`config.mk`:
```
export PLATFORM = sky130hd
export DESIGN_NAME = recovery_handler
export DESIGN_NICKNAME = d
export VERILOG_FILES = /design/src/hw/recovery_pkg.sv /design/src/hw/recovery_pec.sv /design/src/hw/recovery_receiver.sv /design/src/hw/recovery_executor.sv /design/src/hw/recovery_transmitter.sv /design/src/hw/recovery_handler.sv
export SDC_FILE = /design/constraint.sdc
export NUM_CORES = 1
export LEC_CHECK = 0
export BUFFER_PORTS_ARGS = -buffer_cell sky130_fd_sc_hd__buf_2
export CAP_MARGIN = 10
export CORE_MARGIN = 4
export CORE_UTILIZATION = 47
export CTS_BUF_LIST = sky130_fd_sc_hd__clkbuf_8
export CTS_CLUSTER_SIZE = 25
export DETAILED_ROUTE_END_ITERATION = 12
export PLACE_DENSITY = 0.73
export SLEW_MARGIN = 20
export SYNTH_ARGS = -nofsm -noshare
export SYNTH_HDL_FRONTEND = slang
export SYNTH_HIERARCHICAL = 1
export SYNTH_SLANG_ARGS = --single-unit
```
`constraint.sdc`:
```
create_clock -name clk_i -period 5.5 [get_ports clk_i]
set_clock_uncertainty 0.2 [all_clocks]
set_input_delay 0.825 -clock clk_i [delete_from_list [all_inputs] [get_ports clk_i]]
set_output_delay 0.825 -clock clk_i [all_outputs]
set_load 0.02 [all_outputs]
```
`src/hw/recovery_pkg.sv`:
```
// Recovery handler package with constants, status codes and bus structs
`default_nettype none

package recovery_pkg;

  // Device status value that switches the target into recovery
  localparam logic [7:0] RecoveryMode = 8'h03;

  // Supported recovery commands are CmdBase .. CmdBase+NumCmds-1
  localparam logic [7:0]  CmdBase = 8'h22;
  localparam int unsigned NumCmds = 4;
  localparam int unsigned CmdIdxW = $clog2(NumCmds);

  // Largest payload held per command
  localparam int unsigned MaxLen = 4;

  // CRC-8 polynomial for the PEC
  localparam logic [7:0] PecPoly = 8'h07;

  typedef struct packed {
    logic       valid;
    logic [7:0] data;
  } byte_strobe_t;

  typedef struct packed {
    logic       valid;
    logic [7:0] data;
    logic       last;
  } tx_byte_t;

  typedef enum logic [1:0] {
    RX_OK,
    RX_BAD_LEN,
    RX_BAD_PEC
  } rx_err_e;

  typedef enum logic [1:0] {
    ST_OK,
    ST_BAD_LEN,
    ST_BAD_PEC,
    ST_BAD_CMD
  } status_e;

  typedef struct packed {
    logic    valid;
    status_e status;
  } status_t;

  typedef struct packed {
    logic                   valid;
    logic [7:0]             cmd;
    logic [15:0]            len;
    logic [MaxLen-1:0][7:0] data;
    rx_err_e                err;
  } packet_t;

  typedef struct packed {
    logic [15:0]            len;
    logic [MaxLen-1:0][7:0] data;
  } resp_t;

endpackage

`default_nettype wire

```
`src/hw/recovery_pec.sv`:
```
// Packet error code calculator, CRC-8 folding one byte per cycle
`timescale 1ns/1ps
`default_nettype none

module recovery_pec (
  input  logic       clk_i,
  input  logic       arst_n_i,
  input  logic       clear_i,
  input  logic       valid_i,
  input  logic [7:0] data_i,
  output logic [7:0] crc_o
);
  import recovery_pkg::*;

  logic [7:0] crc_q;
  logic [7:0] crc_d;

  // MSB first, eight shift steps per byte
  always_comb begin
    crc_d = crc_q ^ data_i;
    for (int i = 0; i < 8; i++) begin
      crc_d = crc_d[7] ? ((crc_d << 1) ^ PecPoly) : (crc_d << 1);
    end
  end

  always_ff @(posedge clk_i or negedge arst_n_i) begin
    if (!arst_n_i) begin
      crc_q <= '0;
    end else if (clear_i) begin
      crc_q <= '0;
    end else if (valid_i) begin
      crc_q <= crc_d;
    end
  end

  assign crc_o = crc_q;

  a_clear_vs_valid : assert property (@(posedge clk_i) disable iff (!arst_n_i)
    !(clear_i && valid_i))
    else $error("PEC cleared while a byte is folded in");

endmodule

`default_nettype wire

```
`src/hw/recovery_receiver.sv`:
```
// Recovery receiver, forwards normal bytes and frames recovery packets
`timescale 1ns/1ps
`default_nettype none

module recovery_receiver (
  input  logic                       clk_i,
  input  logic                       arst_n_i,
  input  logic                       rec_en_i,
  input  recovery_pkg::byte_strobe_t rx_i,
  input  logic                       bus_stop_i,
  output recovery_pkg::byte_strobe_t tti_rx_o,
  output recovery_pkg::packet_t      packet_o
);
  import recovery_pkg::*;

  logic                   rec_byte;
  logic                   rec_stop;
  logic [16:0]            cnt_q;
  logic [7:0]             cmd_q;
  logic [15:0]            len_q;
  logic [MaxLen-1:0][7:0] data_q;
  logic [7:0]             last_q;
  logic [7:0]             crc_prev_q;
  logic [7:0]             crc;
  logic                   pkt_valid_q;
  rx_err_e                err_d;
  rx_err_e                err_q;

  // Normal mode bypass
  assign tti_rx_o.valid = rx_i.valid & ~rec_en_i;
  assign tti_rx_o.data  = rx_i.data;

  assign rec_byte = rx_i.valid & rec_en_i;
  assign rec_stop = bus_stop_i & rec_en_i & (cnt_q != '0);

  // Cleared at stop and held at zero outside recovery
  recovery_pec u_rx_pec (
    .clk_i,
    .arst_n_i,
    .clear_i (bus_stop_i | ~rec_en_i),
    .valid_i (rec_byte),
    .data_i  (rx_i.data),
    .crc_o   (crc)
  );

  // Length field first, then byte count, then PEC
  always_comb begin
    if (len_q > 16'(MaxLen) || cnt_q != {1'b0, len_q} + 17'd4) begin
      err_d = RX_BAD_LEN;
    end else if (crc_prev_q != last_q) begin
      err_d = RX_BAD_PEC;
    end else begin
      err_d = RX_OK;
    end
  end

  always_ff @(posedge clk_i or negedge arst_n_i) begin
    if (!arst_n_i) begin
      cnt_q       <= '0;
      cmd_q       <= '0;
      len_q       <= '0;
      pkt_valid_q <= 1'b0;
      err_q       <= RX_OK;
    end else begin
      pkt_valid_q <= rec_stop;
      if (rec_stop) begin
        err_q <= err_d;
      end
      // Partial packets are dropped when recovery goes away
      if (!rec_en_i || bus_stop_i) begin
        cnt_q <= '0;
      end else if (rec_byte) begin
        if (cnt_q != '1) begin
          cnt_q <= cnt_q + 17'd1;
        end
        case (cnt_q)
          17'd0:   cmd_q       <= rx_i.data;
          17'd1:   len_q[7:0]  <= rx_i.data;
          17'd2:   len_q[15:8] <= rx_i.data;
          default: ;
        endcase
      end
    end
  end

  // Payload capture and the PEC one byte back
  always_ff @(posedge clk_i) begin
    if (rec_byte) begin
      last_q     <= rx_i.data;
      crc_prev_q <= crc;
      for (int i = 0; i < MaxLen; i++) begin
        if (cnt_q == 17'(i + 3)) begin
          data_q[i] <= rx_i.data;
        end
      end
    end
  end

  assign packet_o.valid = pkt_valid_q;
  assign packet_o.cmd   = cmd_q;
  assign packet_o.len   = len_q;
  assign packet_o.data  = data_q;
  assign packet_o.err   = err_q;

  a_no_byte_at_stop : assert property (@(posedge clk_i) disable iff (!arst_n_i)
    !(rx_i.valid && bus_stop_i))
    else $error("Byte strobe coincides with bus stop");

endmodule

`default_nettype wire

```
`src/hw/recovery_executor.sv`:
```
// Recovery executor, holds the register store and reports packet status
`timescale 1ns/1ps
`default_nettype none

module recovery_executor (
  input  logic                  clk_i,
  input  logic                  arst_n_i,
  input  recovery_pkg::packet_t packet_i,
  output recovery_pkg::resp_t   resp_o,
  output recovery_pkg::status_t status_o
);
  import recovery_pkg::*;

  logic [7:0]                          cmd_off;
  logic [CmdIdxW-1:0]                  idx;
  logic                                cmd_ok;
  status_e                             status_d;
  logic                                pkt_ok;
  logic                                wr_en;
  logic                                sel_en;
  logic [NumCmds-1:0][15:0]            len_q;
  logic [NumCmds-1:0][MaxLen-1:0][7:0] data_q;
  logic                                sel_valid_q;
  logic [CmdIdxW-1:0]                  sel_q;
  status_t                             status_q;

  // Offset wraps for codes below CmdBase so one compare covers both ends
  assign cmd_off = packet_i.cmd - CmdBase;
  assign idx     = cmd_off[CmdIdxW-1:0];
  assign cmd_ok  = cmd_off < NumCmds;

  always_comb begin
    case (packet_i.err)
      RX_BAD_LEN: status_d = ST_BAD_LEN;
      RX_BAD_PEC: status_d = ST_BAD_PEC;
      default:    status_d = cmd_ok ? ST_OK : ST_BAD_CMD;
    endcase
  end

  assign pkt_ok = packet_i.valid && (status_d == ST_OK);
  assign wr_en  = pkt_ok && (packet_i.len != '0);
  assign sel_en = pkt_ok && (packet_i.len == '0);

  always_ff @(posedge clk_i or negedge arst_n_i) begin
    if (!arst_n_i) begin
      len_q       <= '0;
      sel_valid_q <= 1'b0;
      sel_q       <= '0;
      status_q    <= '0;
    end else begin
      status_q.valid  <= packet_i.valid;
      status_q.status <= status_d;
      if (wr_en) begin
        len_q[idx] <= packet_i.len;
      end
      // Zero length write picks the entry for the next read
      if (sel_en) begin
        sel_valid_q <= 1'b1;
        sel_q       <= idx;
      end
    end
  end

  always_ff @(posedge clk_i) begin
    if (wr_en) begin
      data_q[idx] <= packet_i.data;
    end
  end

  // Nothing selected reads back as an empty response
  always_comb begin
    resp_o = '0;
    if (sel_valid_q) begin
      resp_o.len  = len_q[sel_q];
      resp_o.data = data_q[sel_q];
    end
  end

  assign status_o = status_q;

  a_store_write : assert property (@(posedge clk_i) disable iff (!arst_n_i)
    wr_en |-> (packet_i.cmd >= CmdBase) && (packet_i.cmd < CmdBase + NumCmds)
              && (packet_i.len <= 16'(MaxLen)))
    else $error("Store written from an invalid packet");

endmodule

`default_nettype wire

```
`src/hw/recovery_transmitter.sv`:
```
// Recovery transmitter, streams length, data and PEC for a read request
`timescale 1ns/1ps
`default_nettype none

module recovery_transmitter (
  input  logic                   clk_i,
  input  logic                   arst_n_i,
  input  logic                   tx_req_i,
  input  recovery_pkg::resp_t    resp_i,
  output recovery_pkg::tx_byte_t tx_o
);
  import recovery_pkg::*;

  logic        busy_q;
  logic [16:0] idx_q;
  resp_t       snap_q;
  logic        start;
  logic        last;
  logic [7:0]  crc;
  logic [7:0]  byte_d;

  // Requests during a response are dropped
  assign start = tx_req_i & ~busy_q;
  assign last  = busy_q && (idx_q == {1'b0, snap_q.len} + 17'd2);

  // Byte order is length low, length high, data, PEC
  always_comb begin
    byte_d = crc;
    if (idx_q == 17'd0) begin
      byte_d = snap_q.len[7:0];
    end else if (idx_q == 17'd1) begin
      byte_d = snap_q.len[15:8];
    end else begin
      for (int i = 0; i < MaxLen; i++) begin
        if (idx_q == 17'(i + 2) && 17'(i) < {1'b0, snap_q.len}) begin
          byte_d = snap_q.data[i];
        end
      end
    end
  end

  recovery_pec u_tx_pec (
    .clk_i,
    .arst_n_i,
    .clear_i (start),
    .valid_i (busy_q & ~last),
    .data_i  (byte_d),
    .crc_o   (crc)
  );

  always_ff @(posedge clk_i or negedge arst_n_i) begin
    if (!arst_n_i) begin
      busy_q <= 1'b0;
      idx_q  <= '0;
    end else if (start) begin
      busy_q <= 1'b1;
      idx_q  <= '0;
    end else if (busy_q) begin
      busy_q <= ~last;
      idx_q  <= idx_q + 17'd1;
    end
  end

  always_ff @(posedge clk_i) begin
    if (start) begin
      snap_q <= resp_i;
    end
  end

  assign tx_o.valid = busy_q;
  assign tx_o.data  = busy_q ? byte_d : 8'h00;
  assign tx_o.last  = last;

  a_resp_len : assert property (@(posedge clk_i) disable iff (!arst_n_i)
    start |-> resp_i.len <= 16'(MaxLen))
    else $error("Response length exceeds the store");

endmodule

`default_nettype wire

```
`src/hw/recovery_handler.sv`:
```
// Recovery handler top, mode detection and the receive-execute-transmit chain
`timescale 1ns/1ps
`default_nettype none

module recovery_handler (
  input  logic                       clk_i,
  input  logic                       arst_n_i,
  input  logic [7:0]                 dev_status_i,
  input  recovery_pkg::byte_strobe_t rx_i,
  input  logic                       bus_stop_i,
  input  logic                       tx_req_i,
  output recovery_pkg::byte_strobe_t tti_rx_o,
  output recovery_pkg::tx_byte_t     tx_o,
  output recovery_pkg::status_t      status_o
);
  import recovery_pkg::*;

  logic    rec_en;
  packet_t packet;
  resp_t   resp;

  // Recovery is entered through the device status byte
  assign rec_en = (dev_status_i == RecoveryMode);

  recovery_receiver u_receiver (
    .clk_i,
    .arst_n_i,
    .rec_en_i   (rec_en),
    .rx_i       (rx_i),
    .bus_stop_i (bus_stop_i),
    .tti_rx_o   (tti_rx_o),
    .packet_o   (packet)
  );

  recovery_executor u_executor (
    .clk_i,
    .arst_n_i,
    .packet_i (packet),
    .resp_o   (resp),
    .status_o (status_o)
  );

  // Read requests go straight to the transmitter
  recovery_transmitter u_transmitter (
    .clk_i,
    .arst_n_i,
    .tx_req_i (tx_req_i),
    .resp_i   (resp),
    .tx_o     (tx_o)
  );

endmodule

`default_nettype wire

```
==> After elaboration in Yosys (flattened, before gate mapping) <==
Cells that the tools add are included.
{ "word_totals": {"register_bits": 372, "in_bits": 21, "out_inout_bits": 22, "elab_cells": 185} }
{ "op_classes": {"n_addsub": 5, "n_lt_le_gt_ge": 9, "n_eq_ne": 18, "muxes": 48, "n_bitwise": 29, "reduce_logical": 31} }
{ "ops": {"columns": ["cell", "count"], "rows": [
  ["$bwmux 128", 1],
  ["$mux 8", 11],
  ["$eq 17x3->1 const B", 5],
  ["$mux 17", 5],
  ["$eq 17x2->1 const B", 4],
  ["$bmux 32 s2", 1],
  ["$bwmux 64", 1],
  ["$demux 32 s2", 1],
  ["$mux 32", 2],
  ["$mux 3", 16],
  ["$not 3->3", 16],
  ["$add 17x1->17 const B", 2],
  ["$eq 17x1->1 const B", 2],
  ["$logic_not 17->1", 2],
  ["$bmux 16 s2", 1],
  ["$demux 16 s2", 1],
  ["$lt 1x16->1 const A", 2],
  ["$lt 2x16->1 const A", 2],
  ["$mux 16", 2],
  ["$add 16x2->17 const B", 1],
  ["$add 16x3->17 const B", 1],
  ["$eq 17x17->1", 1],
  ["$ne 17x17->1", 1],
  ["$ne 17x17->1 const B", 1],
  ["26 further kinds", 58]
]} }

==> Longest topological paths before layout <==
Gate-level depths: netlist of run 1.
{ "logic_depth": {"depth_word": 27, "mapped_depth": 13} }

==> Hierarchy <==
Netlist of run 1, hierarchy kept.
{ "modules_own_cells": {"columns": ["mod", "n_inst", "cells_each", "area_each_um2", "seq_area_each_um2"], "rows": [
  ["recovery_executor", 1, 420, 8142.8, 5595.4],
  ["recovery_receiver", 1, 337, 4261.6, 2542.4],
  ["recovery_transmitter", 1, 359, 3809.9, 1891.8],
  ["recovery_pec at u_receiver.u_rx_pec", 1, 59, 670.6, 200.2],
  ["recovery_pec at u_transmitter.u_tx_pec", 1, 57, 650.6, 200.2],
  ["recovery_handler", 1, 3, 23.8, 0.0]
]} }

==> Worst setup path after synthesis of run 1 <==
Ideal clock, no wire load.
{ "synth_timing": {"kind": "register -> output", "from": "register u_transmitter/snap_q[38] in the netlist's numbering", "to": "output tx_o[1] in the netlist's numbering", "arrival_time_ns": 3.161, "slack_ns": 1.314, "stages_incl_launch_ff": 8, "path_buffers": 1, "path_cell_list": "edfxtp_1 or4_4 or4_4 buf_6 o2111a_2 a211oi_2 a211oi_1 a2111oi_1"} }
{ "synth_rtl": {"columns": ["item", "line_no", "rtl"], "rows": [
  ["from (decl)", "recovery_transmitter.sv:16", "resp_t snap_q;"],
  ["from (signal assigned)", "recovery_transmitter.sv:66", "snap_q <= resp_i;"],
  ["to (decl)", "recovery_handler.sv:13", "output recovery_pkg::tx_byte_t tx_o,"]
]} }

==> impl_metrics.json, run 1 <==
{
  "finalSetupViolations": 0,
  "instances_no_fill": 1786,
  "core_mm2": 0.0367,
  "gr-total-overflow": 0,
  "rsz0062_at_grt": "no",
  "grt_pass1_wl_um": 59600,
  "grt_pass1_vias": 10466,
  "cp.arrival_ps": 3940,
  "die_area_mm2": 0.0405,
  "synth-simple-area-share_pct": 10.8,
  "routabilityCongestion": 0.889,
  "clkTransAtPathRegs_ps": 60,
  "outcome": "completed",
  "synthTopCellsByCount": "224 x edfxtp_1, 148 x dfrtp_1, 78 x mux2_2",
  "yosys.area.top_type_share_pct": 38.3,
  "ios": 43,
  "syn_area_mm2": 0.0176,
  "clock-sinks": 372,
  "synth.area.mux_share_pct": 12.7,
  "maxSlewViolCount": 0,
  "cp-end-kind": "primary output",
  "post_drt_wl_per_cell_um": 20.9,
  "postSynthRegisterBits": 372,
  "worst_pin_slew_ps": 1040,
  "start_util_pct": 47.8,
  "grt_start_max_net_pins": 149,
  "hold_path_class": "in2async",
  "p_leak_nw": 7.36,
  "finalCritPeriodShare_pct": 90.2,
  "firstDrtPassIters": 5,
  "drive_above_1_share_pct": 23.4,
  "row_count": 70,
  "netlist-cell-type-count": 76,
  "startpoint_type": "flop",
  "synth_area_per_cell_um2": 14.2,
  "yosys.area_share.adder_pct": 1.14,
  "worstSkewPairLatency_ps": 640,
  "synth_edf_count": 224,
  "via_count": 10307,
  "finalWorstSetupSlack_ps": 539,
  "synth.largest_area_cell": "edfxtp_1",
  "fmax_mhz": 202,
  "synth_ff_type": "edfxtp_1",
  "yosysWarnings": 6,
  "vias_per_cell": 5.77,
  "async_flop_share_pct": 39.8,
  "cts_setup_buffers": 0,
  "grt_use_total_pct": 18.3,
  "synth-xor-area-share_pct": 6.21,
  "antenna_found_initial": 0,
  "totalWireLength_um": 37300,
  "antenna_cells": 0,
  "netlist_top_cells_area": "edfxtp_1 38%, dfrtp_1 21%, mux4_2 6.2%",
  "relSlewSlack_pct": 30.4,
  "yosysSeqAreaShare_pct": 59.4,
  "power_density_mw_per_mm2": 342,
  "regArea_mm2": 0.0104,
  "nets": 1313,
  "slowest_stage": "a2111oi_1",
  "cts-hold-fix-buffers": 0,
  "path_cells": "or4_4, or4_4, nand2_2, or2_1, o22ai_1, a2111oi_1, buf_2",
  "layout_min_cycle_time_ps": 4960,
  "first_iter_violations": 692,
  "place_ws_ps": 1010,
  "cp_num_buf_inv": 1,
  "die_w_um": 201,
  "critPathKind": "reg2out",
  "n_fill_cell": 2986,
  "areaGrowthSynthToFinish_pct": 9.15,
  "cts_tree": "done",
  "placedCellCount": 1684,
  "syn_inst": 1235,
  "port_buffers": 42,
  "maxCapViolations": 0,
  "ant_nets": 0,
  "dp_hpwl_um": 24400,
  "multi_input_area_mm2": 0.00657,
  "hold_violations": 0,
  "path_common_cell": "or4_4",
  "dieHeight_um": 201,
  "synth.most_common_cell": "edfxtp_1",
  "drc_errors": 0,
  "synth_fp_nets": 1272,
  "h-tree-depth": 2,
  "numCtsBuffers": 58,
  "vdd_ir_drop_max_v": 0.000199,
  "synth_top_family_by_area": "multiplexers",
  "tns_ps": 0,
  "synth_compound_area_share_pct": 6.56,
  "cts_resized": 0,
  "cts-root-buf": "clkbuf_8",
  "cts.path.max_buffers": 3,
  "worst_ep_required_time_ps": 4470,
  "cp_top_family": "simple AND/OR/NAND/NOR gates",
  "cp_slowest_stage_delay_ps": 630,
  "cp_max_fo": 10
}
[registers in the layout, summed over array words and instances, names as in the netlist]
name	flops
u_executor/data_q	128
u_executor/len_q	64
u_transmitter/snap_q	48
u_receiver/packet_o	32
u_receiver/cnt_q	17
u_transmitter/idx_q	17
u_receiver/len_q	16
u_receiver/cmd_q	8
u_receiver/crc_prev_q	8
u_receiver/last_q	8
u_receiver/u_rx_pec/crc_o	8
u_transmitter/u_tx_pec/crc_o	8
u_executor/status_o	3
u_executor/sel_q	2
u_receiver/err_q	2
u_executor/sel_valid_q	1
u_receiver/pkt_valid_q	1
u_transmitter/busy_q	1
[where the power goes]
part           internal (W)  switching [W]  total (W)
logic              0.000619       0.000562    0.00118
registers           0.00302       0.000116    0.00314
clock network       0.00117        0.00106    0.00223
total               0.00481        0.00174    0.00655
[worst reg2reg max path: cells and delay by family, from the launching register on]
family                    cells  cell delay, ps
AOI/OAI and AO/OA             4            1520
muxes                         1             320
DFF                           1             510
xor gates and xnor gates      2             800
and+or+nand+nor               3            1030
[per-stage QoR]
step / hold WS, ps / instance area (µm²) / util (%) / total power [W]
after global routing: 104 / 19200 / 52.2 / 0.00688
after floorplan: 226 / 17600 / - / 0.00411
after global placement: 205 / 18000 / 49.2 / 0.00434
final: 41.3 / 19200 / 52.2 / 0.00655
after detailed placement: 194 / 18000 / 49.2 / 0.00437
after CTS: 90.5 / 19200 / 52.2 / 0.00663
[placed cells by master, fill, tap and decap left out, types with 10 or more instances in the layout]
cell type,count
a211oi_1,27
a21oi_1,27
and2_1,58
buf_2,41
clkbuf_8,64
clkinv_1,11
dfrtp_1,146
edfxtp_1,224
ha_1,16
inv_1,48
mux2_2,78
mux2_4,10
mux4_2,48
nand2_1,51
nand2b_1,12
nand3_1,31
nand4_1,19
nor2_1,58
nor3_1,10
nor4_1,27
o211ai_1,16
o21ai_0,17
o22ai_1,10
or2_2,13
xnor2_1,50
xor2_1,30
[routing by layer]
metal  global-route usage [%]  routed length [µm]  vias up
met5                        0                   0        -
met4                     5.54                 971        0
met3                     2.84                1760       64
met2                     29.2               17600      289
met1                     26.4               17000     5202
li1                         -                   -     4752
[area by class of cell]
cell class              count  area share [%]
repair buffers             52            1.59
well taps                 468            3.06
flip-flops and latches    372            54.4
clock inverters            38            1.26
inverters                  36           0.777
clock buffers              64            4.60
multi-input cells         756            34.3
[cells by family (layout without fill, tap and decap cells)]
family | Yosys count | count (layout)
fa+ha+maj | 16 | 16
buf+inv | 107 | 190
xor+xnor | 98 | 98
simple gates | 338 | 338
compound gates | 157 | 157
flops | 372 | 372
mux | 147 | 147
[path summary, 6_finish.rpt]
kind / startpoint / endpoint / slack, ps / cells after the start
worst min-delay path: arst_n_i / u_transmitter/u_tx_pec/crc_o[2]$_DFFE_PN0P_ / 40 / 2
max in group asynchronous: arst_n_i / u_executor/sel_q[0]$_DFFE_PN0P_ / 4270 / 2
worst max-delay path: u_transmitter/snap_q[38]$_DFFE_PP_ / tx_o[3] / 540 / 7
worst max register to register: u_transmitter/snap_q[42]$_DFFE_PP_ / u_transmitter/u_tx_pec/crc_o[4]$_DFFE_PN0P_ / 960 / 10
worst min register to register: u_receiver/pkt_valid_q$_DFF_PN0_ / u_executor/status_o[2]$_DFF_PN0_ / 230 / 0
min in group clk_i: u_receiver/pkt_valid_q$_DFF_PN0_ / u_executor/status_o[2]$_DFF_PN0_ / 230 / 0
No activity file was read; power rests on OpenSTA's default activity.
==> run 2, diff against run 1 <==
CORE_UTILIZATION = 45   (was 47)
PLACE_DENSITY = 0.71   (was 0.73)
==> run 2 against run 1 <==
  * Non-clock buffer count grew 3
  * Register-to-register slack gained 100 ps
  * Clock power is essentially flat
  * Fmax grew 0.79%
  * First-iteration DRC count grew 2.9%
  * Flip-flop and latch count is the same
  * Setup slack gained 39 ps
  * Worst hold slack gained 180 ps
==> impl_metrics.json, run 2 (same netlist as run 1, synthesis figures left out) <==
{
  "numCtsBuffers": 58,
  "antenna_cells": 0,
  "cts_resized": 0,
  "power.switching_w": 0.00171,
  "fmax_mhz": 203,
  "instances_no_fill": 1840,
  "p_clk_share_pct": 33.8,
  "power_density_mw_per_mm2": 338,
  "relSlewSlack_pct": 26.3,
  "start_util_pct": 45.4,
  "maxCapViolations": 0,
  "maxSlewViolCount": 0,
  "worst_ep_required_time_ps": 4470,
  "finalSetupViolations": 0,
  "r2r-start": "u_transmitter/snap_q[38]$_DFFE_PP_",
  "ant_nets": 0,
  "ios": 43,
  "final_common_cell": "edfxtp_1",
  "reg_top3": "u_executor/data_q: 128 flops, u_executor/len_q: 64 flops, u_transmitter/snap_q: 48 flops",
  "worst_pin_slew_ps": 1100,
  "finalCritPeriodShare_pct": 89.5,
  "hold_path_class": "reg2reg",
  "combPwrFrac_pct": 18.0,
  "p_leak_nw": 7.39,
  "outcome": "completed",
  "die_area_mm2": 0.0422,
  "vias_per_cell": 5.62,
  "grt_pass1_vias": 10435,
  "p_seq_share_pct": 48.2,
  "n_fill_cell": 3275,
  "cp.arrival_ps": 3900,
  "dp_hpwl_um": 24100,
  "fin_util_pct": 49.8,
  "layout_min_cycle_time_ps": 4920,
  "row_count": 72,
  "cts.path.max_buffers": 3,
  "antenna_found_initial": 0,
  "rrSetupSlack_ps": 1060,
  "grt_start_max_net_pins": 143,
  "cts_setup_buffers": 0,
  "die_w_um": 206,
  "crit_end": "tx_o[5]",
  "largest_register_ffs": 128,
  "swShare_pct": 26.3,
  "drive_above_1_share_pct": 23.1,
  "totalWireLength_um": 37200,
  "cts-root-buf": "clkbuf_8",
  "dieHeight_um": 206,
  "intPower_w": 0.00480,
  "nets": 1316,
  "cp_max_fo": 10,
  "clkTransAtPathRegs_ps": 60,
  "firstDrtPassIters": 5,
  "grt_pass1_wl_um": 58800,
  "grt_use_total_pct": 17.8,
  "r2r_end": "u_transmitter/u_tx_pec/crc_o[2]$_DFFE_PN0P_",
  "regMostFlops": "u_executor/data_q",
  "regArea_mm2": 0.0104,
  "reg2regPathDepth": 10,
  "first_iter_violations": 712,
  "rsz0062_at_grt": "no",
  "drc_errors": 0,
  "fin_area_mm2": 0.0193,
  "placedCellCount": 1735,
  "post_drt_wl_per_cell_um": 20.2,
  "cts-hold-fix-buffers": 1,
  "core_mm2": 0.0386,
  "worstSkewPairLatency_ps": 620,
  "layout_common_cells": "224 x edfxtp_1, 146 x dfrtp_1, 78 x mux2_2",
  "h-tree-depth": 2,
  "placed_area_mm2": 0.0181,
  "routabilityCongestion": 0.903,
  "gr-total-overflow": 0,
  "startpoint": "u_transmitter/snap_q[38]$_DFFE_PP_",
  "via_count": 10347,
  "multi_input_area_mm2": 0.00657,
  "clock-sinks": 372,
  "startpoint_type": "flop",
  "tns_ps": 0,
  "port_buffers": 42,
  "cp-end-kind": "primary output",
  "cts_tree": "done",
  "critPathKind": "reg2out",
  "hold_violations": 0,
  "areaGrowthSynthToFinish_pct": 9.66,
  "vdd_ir_drop_max_v": 0.000217
}
[run 2: critical path, stage by stage (launching register included)]
cell and delay [ps]:
edfxtp_1 500, or4_4 600, or4_4 620, o2111a_2 370
a211oi_1 370, a211oi_1 210, a2111oi_2 400, buf_2 230
[run 2: worst min-delay path by stage]
| stage | start | end | cells past startpoint |
|---|---|---|---|
| 5_1_grt | u_receiver/pkt_valid_q$_DFF_PN0_ | u_executor/status_o[2]$_DFF_PN0_ | 0 |
| 3_5_place_dp | u_receiver/pkt_valid_q$_DFF_PN0_ | u_executor/status_o[2]$_DFF_PN0_ | 0 |
| 3_3_place_gp | u_receiver/pkt_valid_q$_DFF_PN0_ | u_executor/status_o[2]$_DFF_PN0_ | 0 |
| 6_report | u_receiver/pkt_valid_q$_DFF_PN0_ | u_executor/status_o[2]$_DFF_PN0_ | 0 |
| 4_1_cts | u_receiver/pkt_valid_q$_DFF_PN0_ | u_executor/status_o[2]$_DFF_PN0_ | 0 |
| 2_1_floorplan | u_receiver/pkt_valid_q$_DFF_PN0_ | u_executor/status_o[2]$_DFF_PN0_ | 1 |
[run 2: through the flow]
stage | hold slack (ps) | total power [W] | setup slack [ps]
floorplan | 226 | 0.00411 | 1310
global placement | 207 | 0.00434 | 1100
detailed placement | 191 | 0.00437 | 1050
CTS | 213 | 0.00659 | 576
global route | 235 | 0.00683 | 445
finish | 216 | 0.00651 | 578
[run 2: power by group through the flow]
stage	Clock (W)	Combinational [W]	Sequential, W
finish	0.00220	0.00118	0.00314
global route	0.00240	0.00128	0.00315
CTS	0.00227	0.00118	0.00314
detailed placement	0	0.00118	0.00319
global placement	0	0.00115	0.00319
floorplan	0	0.000979	0.00313
[run 2: final cells by class]
class / instances / area share [%]
multi-input cells: 756 / 34.1
well taps: 518 / 3.37
clock inverters: 43 / 1.45
repair buffers: 55 / 1.81
inverters: 36 / 0.773
clock buffers: 60 / 4.29
flip-flops and latches: 372 / 54.2
[run 2: metal layers]
metal  wire length (µm)  track usage, %
met1              16800            25.6
met5                  0               0
met4                670            4.52
met3               2060            3.10
met2              17600            28.3
